## src/rtl/lc3b_consts.svh

```systemverilog
`ifndef LC3B_CONSTS_SVH
`define LC3B_CONSTS_SVH

// Data memory geometry.
// The line index is taken from the low bits of the bus address.
`define LC3B_LINE_COUNT 256

// Bytes held in one memory line.
`define LC3B_LINE_BYTES 16

// Cycles from the start of a strobe to its acknowledge.
`define LC3B_MEM_LATENCY 2

// Width of the line address carried on the bus.
`define LC3B_ADR_WIDTH 12

`endif

```

## src/rtl/lc3b_pkg.sv

```systemverilog
`include "lc3b_consts.svh"

package lc3b_pkg;

    typedef logic [15:0] lc3b_word;
    typedef logic [2:0]  lc3b_cc;                           // Ordered n, z, p.
    typedef logic [`LC3B_LINE_BYTES*8-1:0] lc3b_line;

    // Memory operation of the instruction in the stage.
    typedef enum logic [2:0] {
        MEM_NONE,
        MEM_LOAD,
        MEM_STORE,
        MEM_LDI,
        MEM_STI,
        MEM_TRAP
    } lc3b_mem_op;

    // Source of the value that sets the condition codes.
    typedef enum logic [1:0] {
        CC_SEL_PCN,
        CC_SEL_ALU,
        CC_SEL_MDR,
        CC_SEL_SR2
    } lc3b_cc_sel;

    typedef enum logic [1:0] {
        ADDR_TRAPVECT8,
        ADDR_ALU,
        ADDR_MDR                                            // Pointer from the first access.
    } lc3b_addr_sel;

    typedef enum logic [1:0] {
        MACC_IDLE,
        MACC_FIRST,
        MACC_SECOND
    } lc3b_macc_state;

    typedef struct packed {
        lc3b_mem_op mem_op;
        lc3b_cc_sel cc_sel;
        logic       cc_load;
        logic       br_en_load;
        logic       word_align;                             // 1 for words, 0 for bytes.
    } lc3b_control_word;

    // Line-wide bus, master side.
    typedef struct packed {
        logic                        cyc;
        logic                        stb;
        logic                        we;
        logic [`LC3B_LINE_BYTES-1:0] sel;
        logic [`LC3B_ADR_WIDTH-1:0]  adr;
        lc3b_line                    dat_m;
    } lc3b_wb_req;

    typedef struct packed {
        logic     ack;
        lc3b_line dat_s;
    } lc3b_wb_rsp;

endpackage

```

## src/rtl/cc_unit.sv

```systemverilog
`timescale 1ns/1ps

module cc_unit (
    input  logic                 clk,
    input  logic                 rst_n,
    input  logic                 stall,
    input  lc3b_pkg::lc3b_cc_sel cc_sel,
    input  logic                 cc_load,
    input  logic                 br_en_load,
    input  lc3b_pkg::lc3b_word   pcn,
    input  lc3b_pkg::lc3b_word   alu,
    input  lc3b_pkg::lc3b_word   mdr,
    input  lc3b_pkg::lc3b_word   sr2,
    input  lc3b_pkg::lc3b_cc     nzp,
    output logic                 br_en
);

    lc3b_pkg::lc3b_word cc_src;
    lc3b_pkg::lc3b_cc   cc_gen;
    lc3b_pkg::lc3b_cc   cc;

    always_comb begin
        case (cc_sel)
            lc3b_pkg::CC_SEL_PCN: cc_src = pcn;
            lc3b_pkg::CC_SEL_ALU: cc_src = alu;
            lc3b_pkg::CC_SEL_MDR: cc_src = mdr;
            default:              cc_src = sr2;
        endcase
    end

    // Signed sign class of the selected value.
    assign cc_gen[2] = cc_src[15];
    assign cc_gen[1] = (cc_src == 16'h0000);
    assign cc_gen[0] = !cc_src[15] && (cc_src != 16'h0000);

    always_ff @(posedge clk or negedge rst_n) begin
        if (!rst_n) begin
            cc    <= '0;
            br_en <= 1'b0;
        end else if (!stall) begin
            if (cc_load) begin
                cc <= cc_gen;
            end
            if (br_en_load) begin
                br_en <= |(cc & nzp);                       // Uses the stored codes.
            end
        end
    end

endmodule

```

## src/rtl/mem_access_controller.sv

```systemverilog
`timescale 1ns/1ps

module mem_access_controller (
    input  logic                   clk,
    input  logic                   rst_n,
    input  logic                   stall,
    input  lc3b_pkg::lc3b_mem_op   mem_op,
    input  logic                   ack,
    output logic                   access,
    output logic                   write_en,
    output lc3b_pkg::lc3b_addr_sel addr_sel,
    output logic                   mdr_load,
    output logic                   request_stall
);

    lc3b_pkg::lc3b_macc_state state;
    lc3b_pkg::lc3b_macc_state state_next;
    logic indirect;
    logic second;
    logic done;
    logic final_step;

    assign indirect   = (mem_op == lc3b_pkg::MEM_LDI) || (mem_op == lc3b_pkg::MEM_STI);
    assign second     = (state == lc3b_pkg::MACC_SECOND);
    assign access     = (mem_op != lc3b_pkg::MEM_NONE);
    assign done       = access && ack && !stall;            // Current step completes.
    assign final_step = !indirect || second;

    // Pointer is captured on the first ACK of LDI and STI.
    assign mdr_load      = done && indirect && !second;
    assign request_stall = access && !(done && final_step);

    always_comb begin
        addr_sel = lc3b_pkg::ADDR_ALU;
        write_en = 1'b0;
        case (mem_op)
            lc3b_pkg::MEM_STORE: write_en = 1'b1;
            lc3b_pkg::MEM_TRAP:  addr_sel = lc3b_pkg::ADDR_TRAPVECT8;
            lc3b_pkg::MEM_LDI: begin
                if (second) begin
                    addr_sel = lc3b_pkg::ADDR_MDR;
                end
            end
            lc3b_pkg::MEM_STI: begin
                if (second) begin
                    addr_sel = lc3b_pkg::ADDR_MDR;
                    write_en = 1'b1;                        // Only the final access writes.
                end
            end
            default: ;
        endcase
    end

    always_comb begin
        state_next = state;
        if (!access) begin
            state_next = lc3b_pkg::MACC_IDLE;
        end else if (second) begin
            if (done) begin
                state_next = lc3b_pkg::MACC_IDLE;
            end
        end else if (done) begin
            state_next = indirect ? lc3b_pkg::MACC_SECOND : lc3b_pkg::MACC_IDLE;
        end else begin
            state_next = lc3b_pkg::MACC_FIRST;              // First access still waiting.
        end
    end

    always_ff @(posedge clk or negedge rst_n) begin
        if (!rst_n) begin
            state <= lc3b_pkg::MACC_IDLE;
        end else begin
            state <= state_next;
        end
    end

endmodule

```

## src/rtl/stage_mem.sv

```systemverilog
`timescale 1ns/1ps

module stage_mem (
    input  logic                       clk,
    input  logic                       rst_n,
    input  logic                       stall,
    input  lc3b_pkg::lc3b_control_word control,
    input  lc3b_pkg::lc3b_word         alu,
    input  lc3b_pkg::lc3b_word         ir,
    input  lc3b_pkg::lc3b_word         pcn,
    input  lc3b_pkg::lc3b_word         sr2,
    input  lc3b_pkg::lc3b_wb_rsp       wb_rsp,
    output lc3b_pkg::lc3b_wb_req       wb_req,
    output logic                       br_en,
    output lc3b_pkg::lc3b_word         mdr,
    output logic                       request_stall
);

    lc3b_pkg::lc3b_addr_sel addr_sel;
    lc3b_pkg::lc3b_word     addr;
    lc3b_pkg::lc3b_word     trapvect8;
    lc3b_pkg::lc3b_word     internal_mdr;
    lc3b_pkg::lc3b_word     lane_data;
    logic                   access;
    logic                   write_en;
    logic                   mdr_load;
    logic                   pointer_read;
    logic                   word_access;
    logic [2:0]             lane;

    cc_unit u_cc_unit (
        .clk,
        .rst_n,
        .stall,
        .cc_sel     (control.cc_sel),
        .cc_load    (control.cc_load),
        .br_en_load (control.br_en_load),
        .pcn,
        .alu,
        .mdr,
        .sr2,
        .nzp        (ir[11:9]),
        .br_en
    );

    mem_access_controller u_mem_access_controller (
        .clk,
        .rst_n,
        .stall,
        .mem_op (control.mem_op),
        .ack    (wb_rsp.ack),
        .access,
        .write_en,
        .addr_sel,
        .mdr_load,
        .request_stall
    );

    assign trapvect8 = {7'b0, ir[7:0], 1'b0};

    always_comb begin
        case (addr_sel)
            lc3b_pkg::ADDR_TRAPVECT8: addr = trapvect8;
            lc3b_pkg::ADDR_MDR:       addr = internal_mdr;
            default:                  addr = alu;
        endcase
    end

    // Pointer reads and vector fetches are always whole words.
    assign pointer_read = (addr_sel == lc3b_pkg::ADDR_ALU) &&
                          ((control.mem_op == lc3b_pkg::MEM_LDI) ||
                           (control.mem_op == lc3b_pkg::MEM_STI));
    assign word_access  = control.word_align || pointer_read ||
                          (addr_sel == lc3b_pkg::ADDR_TRAPVECT8);

    assign lane = addr[3:1];                                // Word slot within the line.

    always_comb begin
        wb_req     = '0;
        wb_req.cyc = access;
        wb_req.stb = access;
        wb_req.we  = write_en;
        wb_req.adr = addr[15:4];
        if (word_access) begin
            wb_req.sel[lane*2 +: 2]    = 2'b11;
            wb_req.dat_m[lane*16 +: 16] = sr2;
        end else if (addr[0]) begin
            wb_req.sel[lane*2 +: 2]    = 2'b10;            // Odd address, high byte.
            wb_req.dat_m[lane*16 +: 16] = {sr2[7:0], 8'h00};
        end else begin
            wb_req.sel[lane*2 +: 2]    = 2'b01;
            wb_req.dat_m[lane*16 +: 16] = {8'h00, sr2[7:0]};
        end
    end

    // Load data is valid in the ACK cycle.
    assign lane_data = wb_rsp.dat_s[lane*16 +: 16];

    always_comb begin
        if (word_access) begin
            mdr = lane_data;
        end else if (addr[0]) begin
            mdr = {8'h00, lane_data[15:8]};
        end else begin
            mdr = {8'h00, lane_data[7:0]};                  // Zero-extended byte.
        end
    end

    // Holds the pointer between the two indirect accesses.
    always_ff @(posedge clk) begin
        if (mdr_load) begin
            internal_mdr <= mdr;
        end
    end

endmodule

```

## config.mk

```make
export PLATFORM = sky130hd
export DESIGN_NAME = stage_mem
export DESIGN_NICKNAME = d
export VERILOG_FILES = /design/src/rtl/lc3b_pkg.sv /design/src/rtl/cc_unit.sv /design/src/rtl/mem_access_controller.sv /design/src/rtl/stage_mem.sv
export VERILOG_INCLUDE_DIRS = /design/src /design/src/rtl
export SDC_FILE = /design/constraint.sdc
export NUM_CORES = 1
export LEC_CHECK = 0
export BUFFER_PORTS_ARGS = -buffer_cell sky130_fd_sc_hd__buf_2
export CORE_AREA = 3 3 148 150
export CTS_BUF_LIST = sky130_fd_sc_hd__clkbuf_8 sky130_fd_sc_hd__clkbuf_16
export CTS_CLUSTER_DIAMETER = 200
export DETAILED_ROUTE_END_ITERATION = 7
export DIE_AREA = 0 0 151 153
export GPL_ROUTABILITY_DRIVEN = 0
export GPL_TIMING_DRIVEN = 0
export SYNTH_ARGS = -nofsm -noshare
export SYNTH_HDL_FRONTEND = slang
export SYNTH_SLANG_ARGS = --single-unit
```

## constraint.sdc

```tcl
create_clock -name clk -period 3.45 [get_ports clk]
set_input_delay 0.345 -clock clk [delete_from_list [all_inputs] [get_ports clk]]
set_output_delay 0.345 -clock clk [all_outputs]
set_load 0.01 [all_outputs]
```

== Word level (Yosys, flattened, before mapping) ==
Cells that the tools add are included.
W data, S select, Z words.
Operators by class
  equality and inequality tests: 10
  bitwise operators: 8
  $mul: 0
  reduce and logical (&&, ||, !) cells: 26
  mux-type cells: 17
  magnitude comparators: 0
  add/sub/neg operators: 2
  shifts and indexed selects: 9
  divide/modulo/power cells: 0
Operators with widths (number)
  $and A128 B128 Y128: 3
  $shiftx A16 B34 Y128: 3
  $mux W128: 2
  $shift A16 B34 Y128 const A: 1
  $shiftx A128 B8 Y16: 1
  $shiftx A2 B34 Y16 const A: 3
  $and A16 B16 Y16: 3
  $mux W16: 3
  $pmux W16 S3: 1
  $neg A4 Y34: 1
  $neg A7 Y34: 1
  $shift A2 B34 Y16 const A: 1
  $pmux W16 S2: 1
  $logic_not A16 Y1: 1
  $reduce_bool A16 Y1: 1
  $mux W2: 6
  $logic_and A1 B1 Y1: 8
  $mux W8: 1
  $eq A2 B2 Y1 const B: 3
  $eq A3 B2 Y1 const B: 2
  $eq A3 B3 Y1 const B: 2
  $logic_not A1 Y1: 5
  $eq A2 B1 Y1 const B: 2
  $logic_not A2 Y1: 2
  other kinds (11): 15
Word-level totals
  ROM bits: 0
  output and inout bits: 177
  memories: 0
  logic and storage cells: 76
  bits of input ports: 204
  bits in latches: 0
  bits in registers: 22
  memory bits (writable): 0

== Longest topological paths before layout ==
  word-level depth: 11
  depth in mapped cells: 15
  gate-level depth less buffers: 12

== Cells and area by module ==
Synthesis repeated with hierarchy kept, for this count alone.
Unflattened totals
  cell total of the unflattened synthesis: 564
  area total of the unflattened synthesis: 5006.1 µm²
Modules (own cells, without submodules)
  stage_mem: area an instance 4361.7 µm², cells an instance 484, times used 1, seq. area each 480.5 µm²
  cc_unit: area an instance 414.1 µm², cells an instance 49, times used 1, seq. area each 100.1 µm²
  mem_access_controller: area an instance 230.2 µm², cells an instance 31, times used 1, seq. area each 50.0 µm²

== Least setup slack after synthesis ==
OpenSTA, ideal clock, no wires.
  kind: input to output
  start: in control[5] in the netlist's numbering
  end: out wb_req[64] in the netlist's numbering
  cell stages on the path: 13
  required time: 3.105 ns
  arrival time: 3.364 ns
  slack: -0.259 ns
  path buffers: 3
  cells stage by stage: buf_2 -> or3b_4 -> a21oi_4 -> a22oi_1 -> nand2_1 -> inv_2 -> buf_1 -> ha_1 -> ha_1 -> clkbuf_1 -> o2111ai_1 -> nor2_1 -> and2_1
RTL lines
  start: declaration: line stage_mem.sv:7  | input lc3b_pkg::lc3b_control_word control,
  end: declaration: line stage_mem.sv:13  | output lc3b_pkg::lc3b_wb_req wb_req,

==> results_dict.tcl <==
set metrics [dict create \
    placement.io_buffers 375 \
    drtIter0Drc 673 \
    crit_path_max_fanout 7 \
    dp_hpwl_mm 19.6 \
    core_area_mm2 0.0208 \
    grt_antenna_before_repair 2 \
    antennaDiodeCount 0 \
    drv_cap 0 \
    power_leakage_uw 0.00404 \
    fin_skew_ns 0.00308 \
    die-height_um 153 \
    ys.warnings.count 0 \
    seq_power_share 0.175 \
    worst_setup_path_startpoint "u_mem_access_controller.state[1]" \
    postSynthCellCount 581 \
    timing.final.setup_violations 66 \
    slew-limit-headroom 0.191 \
    synth_enable_flop_cells 16 \
    critical_path.startpoint_type "flop" \
    p_comb_frac 0.649 \
    syn_area_per_cell_um2 6.70 \
    first_pass_grt_wire_length_mm 37.1 \
    hold_slack_ns 0.390 \
    die_width_um 151 \
    ant_nets 0 \
    cts_made_buffers 3 \
    clk_path_buf_depth 2 \
    globalRouteMet1Util 0.296 \
    critical_path.reg2reg.startpoint "u_mem_access_controller.state[0]" \
    grt-busiest-layer "met2" \
    fp.dieArea_mm2 0.0231 \
    regToRegEndpoint "u_cc_unit.cc[0]" \
    grt_util_met2 0.344 \
    cts.reportedPaths.clkPinSlew_ns 0.06 \
    worstSetupPathType "reg2out" \
    clock-root-buffer "sky130_fd_sc_hd__clkbuf_16" \
    drc_errors 0 \
    floorplan.rows 53 \
    ff2ff_setup_slack_ns 0.10 \
    timing_max_transition_violations_final 0 \
    routed-via-count 6657 \
    final_hold_viol_count 0 \
    layout-area-overhead-vs-synth_pct 114 \
    drt_pre_antenna_iters 5 \
    tritoncts "built" \
    worst_ir_drop_vdd_uv 141 \
    synth.distinct_cells 65 \
    power.switching_uw 758 \
    preCtsSetupSlack_ns -1.00 \
    fmax_mhz 281 \
    period_minus_slack_ns 3.55 \
    wl_mm 27.3 \
    sum_neg_setup_slack_ns -3.30 \
    worstSetupEndpoint "wb_req[64]" \
    outcome "finished with violations" \
    worst-slew-pin-transition_ns 1.21 \
    violated_checks "negative setup slack" \
    synthesis.area_mm2 0.00389 \
    grt_setup_unrepaired "yes" \
    critical_path_at_ns 3.21 \
    route.detailed.wl_per_inst_um 20.7 \
    ys.flop_type "sky130_fd_sc_hd__edfxtp_1" \
    fin_crit_sh 1.03 \
    groute.usage.overall 0.208 \
    clk-insertion-delay-late_ns 0.25 \
    grt_use_met3 0.0249 \
    type_of_the_most_critical_hold_path "in2reg" \
    avgViaCountPerCell 5.04 \
    htree_num_levels 1 \
    grt_max_degree 16 \
    clock_power_share 0.175 \
    synth_seq_cells 22 \
    reg2reg_depth 13 \
    pwr_density_cell_mw_per_mm2 217 \
    final_nets 1255 \
    int_power_uw 1050 \
    grt_overflow 0 \
    synth.yosys.seq_area_share 0.162 \
    layout_cell_share_with_drive_strength_beyond_1 0.636 \
    cts_num_sinks 22 \
    io-pin-count 381 \
    synth_nets 790 \
    floorplan.initialDensity 0.187 \
    async_reset_ff_frac 0.273 \
    first_global_vias 6088 \
    critical_path_required_ns 3.11 \
    layout_setup_ws_ns -0.103 \
    worst_setup_path_end_kind "output port" \
    netSwitchingFraction 0.420 \
]
flip-flops by register name, indices dropped and copies added, names as in the netlist:
signal / count
internal_mdr: 16
u_cc_unit.cc: 3
u_mem_access_controller.state: 2
u_cc_unit.br_en: 1
critical path: stages, from the launching register on:
cell and delay (ns):
sky130_fd_sc_hd__dfrtp_1 0.41, sky130_fd_sc_hd__and4bb_2 0.28, sky130_fd_sc_hd__a211oi_4 0.17, sky130_fd_sc_hd__buf_6 0.15, sky130_fd_sc_hd__a221o_1 0.26, sky130_fd_sc_hd__inv_4 0.07
sky130_fd_sc_hd__buf_8 0.12, sky130_fd_sc_hd__buf_12 0.12, sky130_fd_sc_hd__ha_4 0.15, sky130_fd_sc_hd__ha_4 0.32, sky130_fd_sc_hd__o2111ai_4 0.29, sky130_fd_sc_hd__nor2_4 0.32
sky130_fd_sc_hd__and2_1 0.16, sky130_fd_sc_hd__buf_2 0.13
layout make-up:
type / count / area [um^2]
sequential: 22 / 631
clock inverter: 1 / 30.0
tap: 275 / 344
multi-input combinational: 518 / 3790
buffer: 36 / 365
clock buffer: 3 / 75.1
timing repair buffer: 454 / 3050
inverter: 11 / 48.8
fill: 2178 / 12500
stage by stage:
step / total power [uW] / util / area [um^2] / std cells
floorplan: 780 / - / 3990 / 581
global placement: 1180 / 0.298 / 6210 / 1231
detailed placement: 1180 / 0.299 / 6220 / 1232
CTS: 1650 / 0.343 / 7140 / 1291
global route: 1910 / 0.400 / 8340 / 1320
finish: 1810 / 0.400 / 8340 / 1320
cells in the mapped netlist, types with 3 or more instances:
library cell / n / area [um^2]
sky130_fd_sc_hd__inv_1: 8 / 30.0
sky130_fd_sc_hd__mux2i_1: 21 / 210
sky130_fd_sc_hd__buf_2: 10 / 50.1
sky130_fd_sc_hd__o22ai_1: 3 / 18.8
sky130_fd_sc_hd__nor4_1: 11 / 68.8
sky130_fd_sc_hd__o31ai_1: 4 / 30.0
sky130_fd_sc_hd__clkbuf_1: 8 / 30.0
sky130_fd_sc_hd__nand4_1: 3 / 18.8
sky130_fd_sc_hd__buf_6: 8 / 90.1
sky130_fd_sc_hd__a22oi_2: 4 / 50.1
sky130_fd_sc_hd__o21ai_0: 16 / 80.1
sky130_fd_sc_hd__ha_1: 5 / 62.6
sky130_fd_sc_hd__edfxtp_1: 16 / 480
sky130_fd_sc_hd__mux2_2: 7 / 78.8
sky130_fd_sc_hd__buf_4: 8 / 60.1
sky130_fd_sc_hd__a221oi_2: 3 / 45.0
sky130_fd_sc_hd__dfrtp_1: 6 / 150
sky130_fd_sc_hd__a221oi_1: 8 / 70.1
sky130_fd_sc_hd__nand2b_1: 4 / 25.0
sky130_fd_sc_hd__nor2_1: 107 / 402
sky130_fd_sc_hd__nand2_1: 102 / 383
sky130_fd_sc_hd__nor2b_1: 4 / 25.0
sky130_fd_sc_hd__a222oi_1: 6 / 60.1
sky130_fd_sc_hd__nor3_1: 17 / 85.1
sky130_fd_sc_hd__a21oi_1: 36 / 180
sky130_fd_sc_hd__a211oi_1: 3 / 22.5
sky130_fd_sc_hd__nand3_1: 21 / 105
sky130_fd_sc_hd__a22oi_1: 14 / 105
sky130_fd_sc_hd__and2_1: 66 / 413
sky130_fd_sc_hd__a21oi_2: 4 / 35.0
worst min path at each step:
stage	end	slack, ns	depth (start not counted)	from
after floorplan	u_cc_unit.br_en	0.05	0	rst_n
after global placement	u_cc_unit.br_en	0.17	1	rst_n
after detailed placement	u_mem_access_controller.state[0]	0.18	1	rst_n
after CTS	u_cc_unit.br_en	0.39	3	ir[11]
after global routing	u_cc_unit.cc[0]	0.43	4	pcn[15]
final	u_cc_unit.br_en	0.39	3	ir[11]
cell families (layout without fill, tap and decap cells):
family | Yosys count | in the layout | share of synthesized area
DFF | 22 | 22 | 0.162
AOI/OAI and AO/OA | 122 | 122 | 0.232
adders and majority gates | 5 | 5 | 0.0161
and+or+nand+nor | 355 | 362 | 0.437
muxes | 29 | 29 | 0.0771
buffers and inverters | 48 | 505 | 0.0762
power by group through the flow:
stage	Combinational [uW]	Sequential, uW	Clock (uW)
floorplan	461	320	0
global placement	857	321	0
detailed placement	861	321	0
CTS	1010	316	324
global route	1250	318	339
finish	1170	317	317
timing repair:
action	4_1_cts	5_1_grt
endpoints found under the hold margin	6	0
gates resized for setup	96	224
pin swaps	35	41
setup endpoints to repair	160	156
setup buffers	47	28
hold buffers	1	0
cloned	8	2
layer usage:
layer / wire [um] / part of all wire / vias to the layer above
met1: 11600 / 0.42 / 3221
met2: 13400 / 0.49 / 376
met3: 2020 / 0.074 / 40
li1: - / - / 3018
met5: 11 / 0.00040 / -
met4: 368 / 0.013 / 2
cells in the final DEF (no fill, tap or decap), types with 5 or more instances in the layout:
cell | Yosys | layout
sky130_fd_sc_hd__a221oi_2 | 3 | 5
sky130_fd_sc_hd__and2_1 | 66 | 33
sky130_fd_sc_hd__buf_12 | 0 | 5
sky130_fd_sc_hd__dfrtp_1 | 6 | 6
sky130_fd_sc_hd__and2_4 | 0 | 32
sky130_fd_sc_hd__nor2_2 | 1 | 30
sky130_fd_sc_hd__mux2i_1 | 21 | 19
sky130_fd_sc_hd__nor2_1 | 107 | 44
sky130_fd_sc_hd__nand3_1 | 21 | 19
sky130_fd_sc_hd__mux2_2 | 7 | 6
sky130_fd_sc_hd__nor4_1 | 11 | 11
sky130_fd_sc_hd__inv_1 | 8 | 8
sky130_fd_sc_hd__clkbuf_16 | 0 | 6
sky130_fd_sc_hd__a21oi_1 | 36 | 31
sky130_fd_sc_hd__a21oi_2 | 4 | 9
sky130_fd_sc_hd__buf_2 | 10 | 315
sky130_fd_sc_hd__buf_4 | 8 | 52
sky130_fd_sc_hd__a22oi_2 | 4 | 14
sky130_fd_sc_hd__nor2_4 | 0 | 41
sky130_fd_sc_hd__a222oi_1 | 6 | 6
sky130_fd_sc_hd__o21ai_0 | 16 | 16
sky130_fd_sc_hd__nand2_1 | 102 | 99
sky130_fd_sc_hd__edfxtp_1 | 16 | 16
sky130_fd_sc_hd__buf_6 | 8 | 103
sky130_fd_sc_hd__nor3_1 | 17 | 16
Note: power is estimated with default switching activity, not from simulation.
